[src/rtl/dmaPkg.sv]
package dmaPkg;

    localparam int NUM_CHANNELS      = 4;
    localparam int MODE_AUTOINIT_BIT = 4;   // reload base on terminal count
    localparam int MODE_DEC_BIT      = 5;   // address counts down

    typedef logic [7:0]  byte_t;
    typedef logic [15:0] addr_t;
    typedef logic [15:0] count_t;
    typedef logic [1:0]  chan_t;

    // host register map where the byte pointer picks the low or high half
    typedef enum logic [3:0] {
        CH0_ADDR     = 4'd0,
        CH0_COUNT    = 4'd1,
        CH1_ADDR     = 4'd2,
        CH1_COUNT    = 4'd3,
        CH2_ADDR     = 4'd4,
        CH2_COUNT    = 4'd5,
        CH3_ADDR     = 4'd6,
        CH3_COUNT    = 4'd7,
        STATUS       = 4'd8,
        MODE         = 4'd11,
        CLEAR_PTR    = 4'd12,
        MASTER_CLEAR = 4'd13
    } regSel_t;

    typedef struct packed {
        logic     write;
        regSel_t  sel;
        byte_t    data;
    } hostReq_t;

    typedef struct packed {
        logic   en;
        logic   isCount;    // 1 = count register, 0 = address register
        chan_t  chan;
        logic   high;       // byte pointer at the time of the access
        byte_t  data;
    } regWrite_t;

    typedef struct packed {
        logic   valid;
        chan_t  chan;
        byte_t  data;
    } modeWrite_t;

    typedef struct packed {
        chan_t  chan;
        addr_t  addr;
        logic   tc;
    } stepResult_t;

    typedef struct packed {
        logic    en;
        chan_t   chan;
        addr_t   addr;
        count_t  count;
        logic    tc;
    } stepCommit_t;

endpackage

[src/rtl/hostDecoder.sv]
`timescale 1ns/10ps

module hostDecoder import dmaPkg::*; (
    input  logic                          dif,
    input  logic                          reset,
    input  logic                          hostValid,
    input  hostReq_t                      hostReq,
    output logic                          hostReady,
    output logic                          rdValid,
    output byte_t                         rdData,
    output regWrite_t                     regWrite,
    output modeWrite_t                    modeWrite,
    output logic                          masterClear,
    input  addr_t  [NUM_CHANNELS-1:0]     currAddr,
    input  count_t [NUM_CHANNELS-1:0]     currCount,
    input  stepCommit_t                   stepCommit
);

    logic                    accept;
    logic                    bytePtr;       // 0 = low byte next
    logic [NUM_CHANNELS-1:0] statusBits;
    logic                    isChanReg;
    logic                    isStatus;
    logic                    isMode;
    logic                    isClearPtr;
    logic                    isMasterClear;
    chan_t                   selChan;
    byte_t                   addrByte;
    byte_t                   countByte;
    byte_t                   rdNext;

    // the commit cycle belongs to the step side
    assign hostReady = !stepCommit.en;
    assign accept    = hostValid && hostReady;
    assign selChan   = hostReq.sel[2:1];

    always_comb begin
        isChanReg     = 1'b0;
        isStatus      = 1'b0;
        isMode        = 1'b0;
        isClearPtr    = 1'b0;
        isMasterClear = 1'b0;
        case (hostReq.sel)
            CH0_ADDR, CH0_COUNT, CH1_ADDR, CH1_COUNT,
            CH2_ADDR, CH2_COUNT, CH3_ADDR, CH3_COUNT: isChanReg = 1'b1;
            STATUS:       isStatus      = 1'b1;
            MODE:         isMode        = 1'b1;
            CLEAR_PTR:    isClearPtr    = 1'b1;
            MASTER_CLEAR: isMasterClear = 1'b1;
            default:      ;                         // unmapped codes have no effect
        endcase
    end

    // decoded strobes toward the register file
    always_comb begin
        regWrite.en      = accept && hostReq.write && isChanReg;
        regWrite.isCount = hostReq.sel[0];
        regWrite.chan    = selChan;
        regWrite.high    = bytePtr;
        regWrite.data    = hostReq.data;

        modeWrite.valid  = accept && hostReq.write && isMode;
        modeWrite.chan   = hostReq.data[1:0];       // channel select lives in the data byte
        modeWrite.data   = hostReq.data;
    end

    assign masterClear = accept && hostReq.write && isMasterClear;

    always_ff @(posedge dif) begin
        if (reset || masterClear) begin
            bytePtr <= 1'b0;
        end else if (accept && hostReq.write && isClearPtr) begin
            bytePtr <= 1'b0;
        end else if (accept && isChanReg) begin
            bytePtr <= !bytePtr;                    // reads and writes both flip it
        end
    end

    // terminal count latches that a status read clears
    always_ff @(posedge dif) begin
        if (reset || masterClear) begin
            statusBits <= '0;
        end else begin
            if (accept && !hostReq.write && isStatus)
                statusBits <= '0;
            if (stepCommit.en && stepCommit.tc)
                statusBits[stepCommit.chan] <= 1'b1;
        end
    end

    assign addrByte  = bytePtr ? currAddr[selChan][15:8] : currAddr[selChan][7:0];
    assign countByte = bytePtr ? currCount[selChan][15:8] : currCount[selChan][7:0];

    always_comb begin
        rdNext = '0;
        if (isChanReg)
            rdNext = hostReq.sel[0] ? countByte : addrByte;
        else if (isStatus)
            rdNext = {{(8-NUM_CHANNELS){1'b0}}, statusBits};   // no request bits here
    end

    always_ff @(posedge dif) begin
        if (reset)
            rdValid <= 1'b0;
        else
            rdValid <= accept && !hostReq.write;
    end

    always_ff @(posedge dif) begin
        if (accept && !hostReq.write)
            rdData <= rdNext;
    end

endmodule

[src/rtl/channelRegs.sv]
`timescale 1ns/10ps

module channelRegs import dmaPkg::*; (
    input  logic                          dif,
    input  logic                          reset,
    input  regWrite_t                     regWrite,
    input  modeWrite_t                    modeWrite,
    input  logic                          masterClear,
    input  stepCommit_t                   stepCommit,
    output addr_t  [NUM_CHANNELS-1:0]     currAddr,
    output count_t [NUM_CHANNELS-1:0]     currCount,
    output byte_t  [NUM_CHANNELS-1:0]     modeRegs
);

    addr_t  [NUM_CHANNELS-1:0] baseAddr;
    count_t [NUM_CHANNELS-1:0] baseCount;
    chan_t                     wrChan;
    chan_t                     cmChan;
    logic                      autoInit;

    // replace one half of a 16-bit register
    function automatic logic [15:0] setByte(
        input logic [15:0] word,
        input logic        high,
        input byte_t       data
    );
        logic [15:0] result;
        result = word;
        if (high)
            result[15:8] = data;
        else
            result[7:0] = data;
        return result;
    endfunction

    assign wrChan   = regWrite.chan;
    assign cmChan   = stepCommit.chan;
    assign autoInit = modeRegs[cmChan][MODE_AUTOINIT_BIT];

    always_ff @(posedge dif) begin
        if (reset || masterClear) begin
            baseAddr  <= '0;
            baseCount <= '0;
            currAddr  <= '0;
            currCount <= '0;
        end else begin
            // a host write loads base and current together
            if (regWrite.en) begin
                if (regWrite.isCount) begin
                    baseCount[wrChan] <= setByte(baseCount[wrChan], regWrite.high,
                                                 regWrite.data);
                    currCount[wrChan] <= setByte(currCount[wrChan], regWrite.high,
                                                 regWrite.data);
                end else begin
                    baseAddr[wrChan] <= setByte(baseAddr[wrChan], regWrite.high,
                                                regWrite.data);
                    currAddr[wrChan] <= setByte(currAddr[wrChan], regWrite.high,
                                                regWrite.data);
                end
            end

            // step commit last so it wins over a host write
            if (stepCommit.en) begin
                if (!stepCommit.tc) begin
                    currAddr[cmChan]  <= stepCommit.addr;
                    currCount[cmChan] <= stepCommit.count;
                end else if (autoInit) begin
                    currAddr[cmChan]  <= baseAddr[cmChan];    // autoinit reload
                    currCount[cmChan] <= baseCount[cmChan];
                end else begin
                    currAddr[cmChan]  <= '0;
                    currCount[cmChan] <= '0;
                end
            end
        end
    end

    always_ff @(posedge dif) begin
        if (reset || masterClear) begin
            modeRegs <= '0;
        end else if (modeWrite.valid) begin
            modeRegs[modeWrite.chan] <= modeWrite.data;
        end
    end

endmodule

[src/rtl/stepEngine.sv]
`timescale 1ns/10ps

module stepEngine import dmaPkg::*; (
    input  logic                          dif,
    input  logic                          reset,
    input  logic                          stepValid,
    input  chan_t                         stepChan,
    output logic                          stepReady,
    output logic                          stepOutValid,
    output stepResult_t                   stepOut,
    input  logic                          stepOutReady,
    input  addr_t  [NUM_CHANNELS-1:0]     currAddr,
    input  count_t [NUM_CHANNELS-1:0]     currCount,
    input  byte_t  [NUM_CHANNELS-1:0]     modeRegs,
    output stepCommit_t                   stepCommit
);

    typedef enum logic [1:0] {
        IDLE,
        CALC,
        HOLD
    } stepState_t;

    stepState_t state;
    chan_t      chanReg;
    addr_t      usedAddr;
    addr_t      nextAddr;
    count_t     nextCount;
    logic       tcFlag;
    logic       done;

    assign stepReady    = (state == IDLE);
    assign stepOutValid = (state == HOLD);
    assign done         = stepOutValid && stepOutReady;

    always_ff @(posedge dif) begin
        if (reset) begin
            state <= IDLE;
        end else begin
            case (state)
                IDLE:    if (stepValid) state <= CALC;
                CALC:    state <= HOLD;
                HOLD:    if (stepOutReady) state <= IDLE;
                default: state <= IDLE;
            endcase
        end
    end

    always_ff @(posedge dif) begin
        if (stepValid && stepReady)
            chanReg <= stepChan;
        if (state == CALC) begin
            usedAddr <= currAddr[chanReg];
            if (modeRegs[chanReg][MODE_DEC_BIT])
                nextAddr <= currAddr[chanReg] - addr_t'(1);
            else
                nextAddr <= currAddr[chanReg] + addr_t'(1);
            tcFlag    <= (currCount[chanReg] == '0);
            nextCount <= (currCount[chanReg] == '0) ? '0 : currCount[chanReg] - count_t'(1);
        end
    end

    assign stepOut = '{chan: chanReg, addr: usedAddr, tc: tcFlag};

    // commit goes out in the handshake cycle only
    assign stepCommit = '{en: done, chan: chanReg, addr: nextAddr,
                          count: nextCount, tc: tcFlag};

endmodule

[src/rtl/dmaDatapath.sv]
`timescale 1ns/10ps

module dmaDatapath import dmaPkg::*; (
    input  logic        dif,
    input  logic        reset,
    input  logic        hostValid,
    input  hostReq_t    hostReq,
    output logic        hostReady,
    output logic        rdValid,
    output byte_t       rdData,
    input  logic        stepValid,
    input  chan_t       stepChan,
    output logic        stepReady,
    output logic        stepOutValid,
    output stepResult_t stepOut,
    input  logic        stepOutReady
);

    regWrite_t                 regWrite;
    modeWrite_t                modeWrite;
    logic                      masterClear;
    stepCommit_t               stepCommit;
    addr_t  [NUM_CHANNELS-1:0] currAddr;
    count_t [NUM_CHANNELS-1:0] currCount;
    byte_t  [NUM_CHANNELS-1:0] modeRegs;

    hostDecoder hostDec (
        .dif         (dif),
        .reset       (reset),
        .hostValid   (hostValid),
        .hostReq     (hostReq),
        .hostReady   (hostReady),
        .rdValid     (rdValid),
        .rdData      (rdData),
        .regWrite    (regWrite),
        .modeWrite   (modeWrite),
        .masterClear (masterClear),
        .currAddr    (currAddr),
        .currCount   (currCount),
        .stepCommit  (stepCommit)
    );

    channelRegs chanRegs (
        .dif         (dif),
        .reset       (reset),
        .regWrite    (regWrite),
        .modeWrite   (modeWrite),
        .masterClear (masterClear),
        .stepCommit  (stepCommit),
        .currAddr    (currAddr),
        .currCount   (currCount),
        .modeRegs    (modeRegs)
    );

    stepEngine stepEng (
        .dif          (dif),
        .reset        (reset),
        .stepValid    (stepValid),
        .stepChan     (stepChan),
        .stepReady    (stepReady),
        .stepOutValid (stepOutValid),
        .stepOut      (stepOut),
        .stepOutReady (stepOutReady),
        .currAddr     (currAddr),
        .currCount    (currCount),
        .modeRegs     (modeRegs),
        .stepCommit   (stepCommit)
    );

endmodule

[config.mk]
export PLATFORM = sky130hd
export DESIGN_NAME = dmaDatapath
export DESIGN_NICKNAME = d
export VERILOG_FILES = /design/src/rtl/dmaPkg.sv /design/src/rtl/hostDecoder.sv /design/src/rtl/channelRegs.sv /design/src/rtl/stepEngine.sv /design/src/rtl/dmaDatapath.sv
export SDC_FILE = /design/constraint.sdc
export NUM_CORES = 1
export LEC_CHECK = 0
export BUFFER_PORTS_ARGS = -buffer_cell sky130_fd_sc_hd__clkbuf_2
export CAP_MARGIN = 5
export CORE_ASPECT_RATIO = 1.75
export CORE_MARGIN = 5
export CORE_UTILIZATION = 57
export DETAILED_ROUTE_END_ITERATION = 8
export PLACE_DENSITY = 0.84
export SYNTH_ARGS = -nofsm -noshare
export SYNTH_HDL_FRONTEND = slang
export SYNTH_SLANG_ARGS = --single-unit
[constraint.sdc]
create_clock -name dif -period 4.1 [get_ports dif]
set_clock_uncertainty 0.15 [all_clocks]
set_input_delay 0.41 -clock dif [delete_from_list [all_inputs] [get_ports dif]]
set_output_delay 0.41 -clock dif [all_outputs]
set_load 0.1 [all_outputs]
== Yosys cells after proc, flatten, opt, wreduce, memory -nomap -nowiden ==
Cells that the tools add are included.
Widths: inputs -> output; s select.
Cells by class
  equality and inequality tests: 15
  multiplexer cells: 96
  $add $sub $neg: 3
  magnitude comparators: 6
  reductions and logical operators: 27
  bitwise gates (word level): 5
Operators with widths (count)
  $mux 64: 12
  $bwmux 64: 8
  $mux 8: 37
  $bmux 16 s2: 8
  $mux 16: 11
  $and 64x64->64: 2
  $demux 16 s2: 2
  $not 64->64: 1
  $bwmux 32: 1
  $sub 16x1->16 const B: 2
  $add 16x1->16 const B: 1
  $bmux 8 s2: 1
  $demux 8 s2: 1
  $eq 4x3->1 const B: 4
  $eq 4x4->1 const B: 4
  $logic_not 16->1: 1
  $mux 4: 4
  $logic_and 1x1->1: 15
  $lt 2x3->1 const B: 3
  $eq 4x2->1 const B: 2
  $reduce_or 8->1: 1
  $ge 2x1->1 const B: 3
  $mux 1: 6
  $mux 6: 1
  15 further kinds: 21
Word-level totals
  register bits after elaboration: 355
  logic and storage cells: 182
  output and inout port bits: 31
  input bits: 20

== Depth between registers and ports, before layout ==
  depth after elaboration: 16
  depth in mapped cells: 13
  depth with buffers taken out: 9

== Modules after synthesis ==
Synthesis repeated with hierarchy kept, for this count alone.
Second synthesis, totals
  cell total of the unflattened synthesis: 1838
  area total of the unflattened synthesis: 19336.0 um^2
By module, submodules not included
  channelRegs: seq. area each 5765.5 um^2, cells an instance 1388, instances 1, area an instance 13909.6 um^2
  stepEngine: seq. area each 1571.5 um^2, cells an instance 272, instances 1, area an instance 3565.9 um^2
  hostDecoder: seq. area each 360.3 um^2, cells an instance 178, instances 1, area an instance 1860.5 um^2

== Worst setup path after synthesis ==
Ideal clock, no wire load.
  kind: reg2reg
  start point: reg stepEng.chanReg[0]
  end point: reg stepEng.nextAddr[12], data pin
  cell stages (with the launch flop): 11
  clock period less this slack: 3870 ps
  arrival: 3449 ps
  setup slack: 230 ps
  required time: 3680 ps
  path buffers: 4
  setup time: 270 ps
  cells stage by stage: edfxtp_1 buf_6 buf_2 buf_2 buf_2 mux4_2 ha_1 a2111oi_0 a211oi_1 o2111ai_1 or3b_2
On the way
  longest elaborated chain between the ends: 4
  elaborated cells on any way between the ends: 7
  those cells by class: add/sub (2); mux (5)
RTL lines
  start: declaration: line stepEngine.sv:25  | chan_t chanReg;
  start signal: assignment: line stepEngine.sv:51  | chanReg <= stepChan;
  $bmux 16 s2: line stepEngine.sv:55, stepEngine.sv:57
  $mux 16 (not written as such): line stepEngine.sv:55, stepEngine.sv:57
  $add 16x1->16 / $sub 16x1->16 (equally long branches): line stepEngine.sv:57, stepEngine.sv:55
  $mux 16 *: line stepEngine.sv:54  | if (modeRegs[chanReg][MODE_DEC_BIT])
  end signal: assignment: line stepEngine.sv:55  | nextAddr <= currAddr[chanReg] - addr_t'(1);
  end signal: assignment: line stepEngine.sv:57  | nextAddr <= currAddr[chanReg] + addr_t'(1);
  end: declaration: line stepEngine.sv:27  | addr_t nextAddr;
Mark *: on every way between the ends. The rest lies on a longest branch, timed or not. The select of a mux whose other input is x is not followed.
A chain may end at the register's enable or synchronous reset.

== Final worst setup path ==
Same ends and word-level chain as after synthesis.

==> results.ini <==
[run_status]
outcome=completed

[pwr]
cellPowerDensity_nw_per_um2=373
p_total_mw=7.14
seqPwrFrac_pct=48.1
p_leak_nw=6.87
switchingPower_mw=1.88
combPwrFrac_pct=11.1
internal-power_mw=5.26
peakVddDrop_uv=338
pwr-share-clk_pct=40.9
swShare_pct=26.3

[die]
die_x_um=142
die_h_um=242
rows=84
start_util_pct=57.9
coreArea_um2=30200
die_area_um2=34400
pin_count=51

[timing]
fin_tns_setup_ns=0
drv_slew=0
period_share_pct=93.1
timing.fmax_mhz=262
fin_crit_ns=3.82
setup_slack_ns=0.285
rsz0062_at_grt=no
slew_headroom_pct=37.4
hold_viol=0
worstMarginPinSlew_ns=0.937
setup-violations-final=0

[hold_path]
min_path_type=primary input to flip-flop
hold_end=chanRegs.modeRegs[12]
holdCritStartpoint=hostReq[4]
timing.hold.worst_path_depth=3

[yosys]
ys.flop_type=dfxtp_1
avgSynthCellArea_um2=9.05
yosys_warnings=0
async_reset_ff_share_pct=0
ys_types=60
synth-seq-cells=331
synth_edf_count=59
netlist_area_um2=17500
syn_nets=1967
ys_top_cells_by_area=dfxtp_1, mux4_2, nor2_1
synth_area_leader_cell=dfxtp_1
ys_seq_area_share_pct=41.3
synthTopCellsByCount=nor2_1, dfxtp_1, mux4_2
synth_top_cell_area_share_pct=31.2
synth_most_common_cell=nor2_1
syn_inst=1930

[global_route]
antenna_found_initial=2
grt_pass1_wl_um=86200
overflow=0
grt_max_degree=62
grt_usage_pct=31.5
grt_pass1_vias=15900

[place]
preCtsSetupSlack_ns=0.342
numPortBuffers=50
place_area_um2=18100
dp.final_hpwl_um=36200
gp_congestion=0.966

[routing]
firstDrtPassIters=6
drt-vias-per-instance=6.85
ant_nets=0
routed_wl_um=55500
wl_per_cell_um=23.8
first_iter_violations=2284
num_vias=16000
drc_errors=0

[final_layout]
design_area_um2=19100
drive_above_1_share_pct=16.1
fillCellCount=2293
final_nets=1956
fin_util_pct=63.5
area_growth_pct=9.59

[clock_network]
cts_buffer_depth=3
clk_latency_ns=0.58
cts_tree=built
cts_made_buffers=30
post_cts_buffers=0
cts_sinks=331
cts_hold_buffers=6
path_clk_slew_ns=0.07
htreeDepth=1
root_buffer=clkbuf_16
ctsResizeCount=0

[worst_setup_path]
cp_top_family=compound AO/OA/AOI/OAI gates
crit_buf_inv=1
worstReg2RegEnd=stepEng.nextAddr[12]
criticalPathCategory=flip-flop to flip-flop
path_max_fanout=21
start_kind=flip-flop
crit_arrival_ns=3.99
slowest_delay_ns=0.67
end_kind=flip-flop
worstPathRequired_ns=4.28
cp_slowest_cell=edfxtp_1
r2r_cells=7
r2r_setup_slack_ns=0.28
reg2reg_from=stepEng.chanReg[0]
crit_chain=buf_12, mux4_2, ha_1, a2111oi_0, a211oi_1, o2111ai_1, or3b_2

[flow_run]
maxCapViolCount=0

==> how the worst max path moves through the flow <==
| stage | startpoint | to | slack (ns) | cells past startpoint |
|---|---|---|---|---|
| 4_1_cts | stepEng.chanReg[0] | stepEng.nextAddr[12] | 0.34 | 7 |
| 6_report | stepEng.chanReg[0] | stepEng.nextAddr[12] | 0.28 | 7 |
| 3_5_place_dp | stepEng.chanReg[0] | stepEng.nextAddr[12] | 0.34 | 7 |
| 3_3_place_gp | stepEng.chanReg[0] | stepEng.nextAddr[12] | 0.42 | 7 |
| 2_1_floorplan | stepEng.chanReg[0] | stepEng.nextAddr[12] | 0.23 | 10 |
| 5_1_grt | stepEng.chanReg[0] | stepEng.nextAddr[12] | 0.15 | 7 |
==> area by class of cell <==
cell class                      count  area [um2]  area share [%]
Tap cell                          387         484            2.53
Multi-Input combinational cell   1359        9320            48.7
Sequential cell                   331        7220            37.7
Inverter                           84         315            1.65
Clock buffer                       43         862            4.50
Clock inverter                     13         143           0.745
Timing Repair Buffer              113         793            4.14
Antenna cell                        1        2.50          0.0131
==> metal layers <==
metal  routed length [um]  global-route usage, %  vias to the layer above
met5                    8                      0                        -
met4                 5320                   24.3                        2
met3                 6530                   6.40                      387
met2                25800                   50.2                     1261
met1                17900                   36.6                     7452
li1                     -                      -                     6875
==> metrics by stage <==
stage | cells | hold WS, ns
3_5_place_dp | 2268 | 0.305
4_1_cts | 2330 | 0.0645
6_report | 2331 | 0.0894
3_3_place_gp | 2268 | 0.293
2_1_floorplan | 1930 | 0.282
5_1_grt | 2330 | 0.0852
==> state kept, by name (all words and copies together) (netlist names) <==
register and flops:
chanRegs.baseAddr 64, chanRegs.baseCount 64, chanRegs.currAddr 64, chanRegs.currCount 64, stepEng.nextAddr 16, stepEng.nextCount 16, stepEng.usedAddr 16, chanRegs.modeRegs 8
hostDec.rdData 8, hostDec.statusBits 4, stepEng.chanReg 2, stepEng.state 2, hostDec.bytePtr 1, hostDec.rdValid 1, stepEng.tcFlag 1
==> power groups by stage <==
stage	logic, mW	registers, mW	clock network, mW
finish	0.790	3.43	2.92
global route	0.825	3.44	3.05
CTS	0.769	3.43	2.92
detailed placement	0.761	3.50	0
global placement	0.745	3.50	0
floorplan	0.498	3.54	0
==> worst register-to-register path: cells and delay by family (launching register included) <==
family / cells / cell delay (ns)
AO/OA/AOI/OAI: 3 / 1.07
flip-flops: 1 / 0.67
multiplexers: 1 / 0.55
AND/OR/NAND/NOR: 1 / 0.45
adder cells (fa/ha/maj): 1 / 0.38
buffers and inverters: 1 / 0.30
==> placed cells by master (no fill, tap or decap), types with 59 or more instances in the layout <==
master    instances
nand2_1         101
a21oi_1          98
nor3_1          133
o21ai_0          75
inv_1            84
mux4_2          138
nor2_1          494
o22ai_1          65
dfxtp_1         271
o32ai_1          64
edfxtp_1         59
==> cell families after synthesis <==
family / count (synthesis) / share of synthesized area (%)
AND/OR/NAND/NOR: 848 / 20.9
multiplexers: 150 / 18.5
AO/OA/AOI/OAI: 324 / 11.5
adder cells (fa/ha/maj): 17 / 1.26
buffers and inverters: 240 / 5.52
flip-flops: 331 / 41.3
XOR/XNOR: 20 / 1.00
Note: power is estimated with default switching activity, not from simulation.
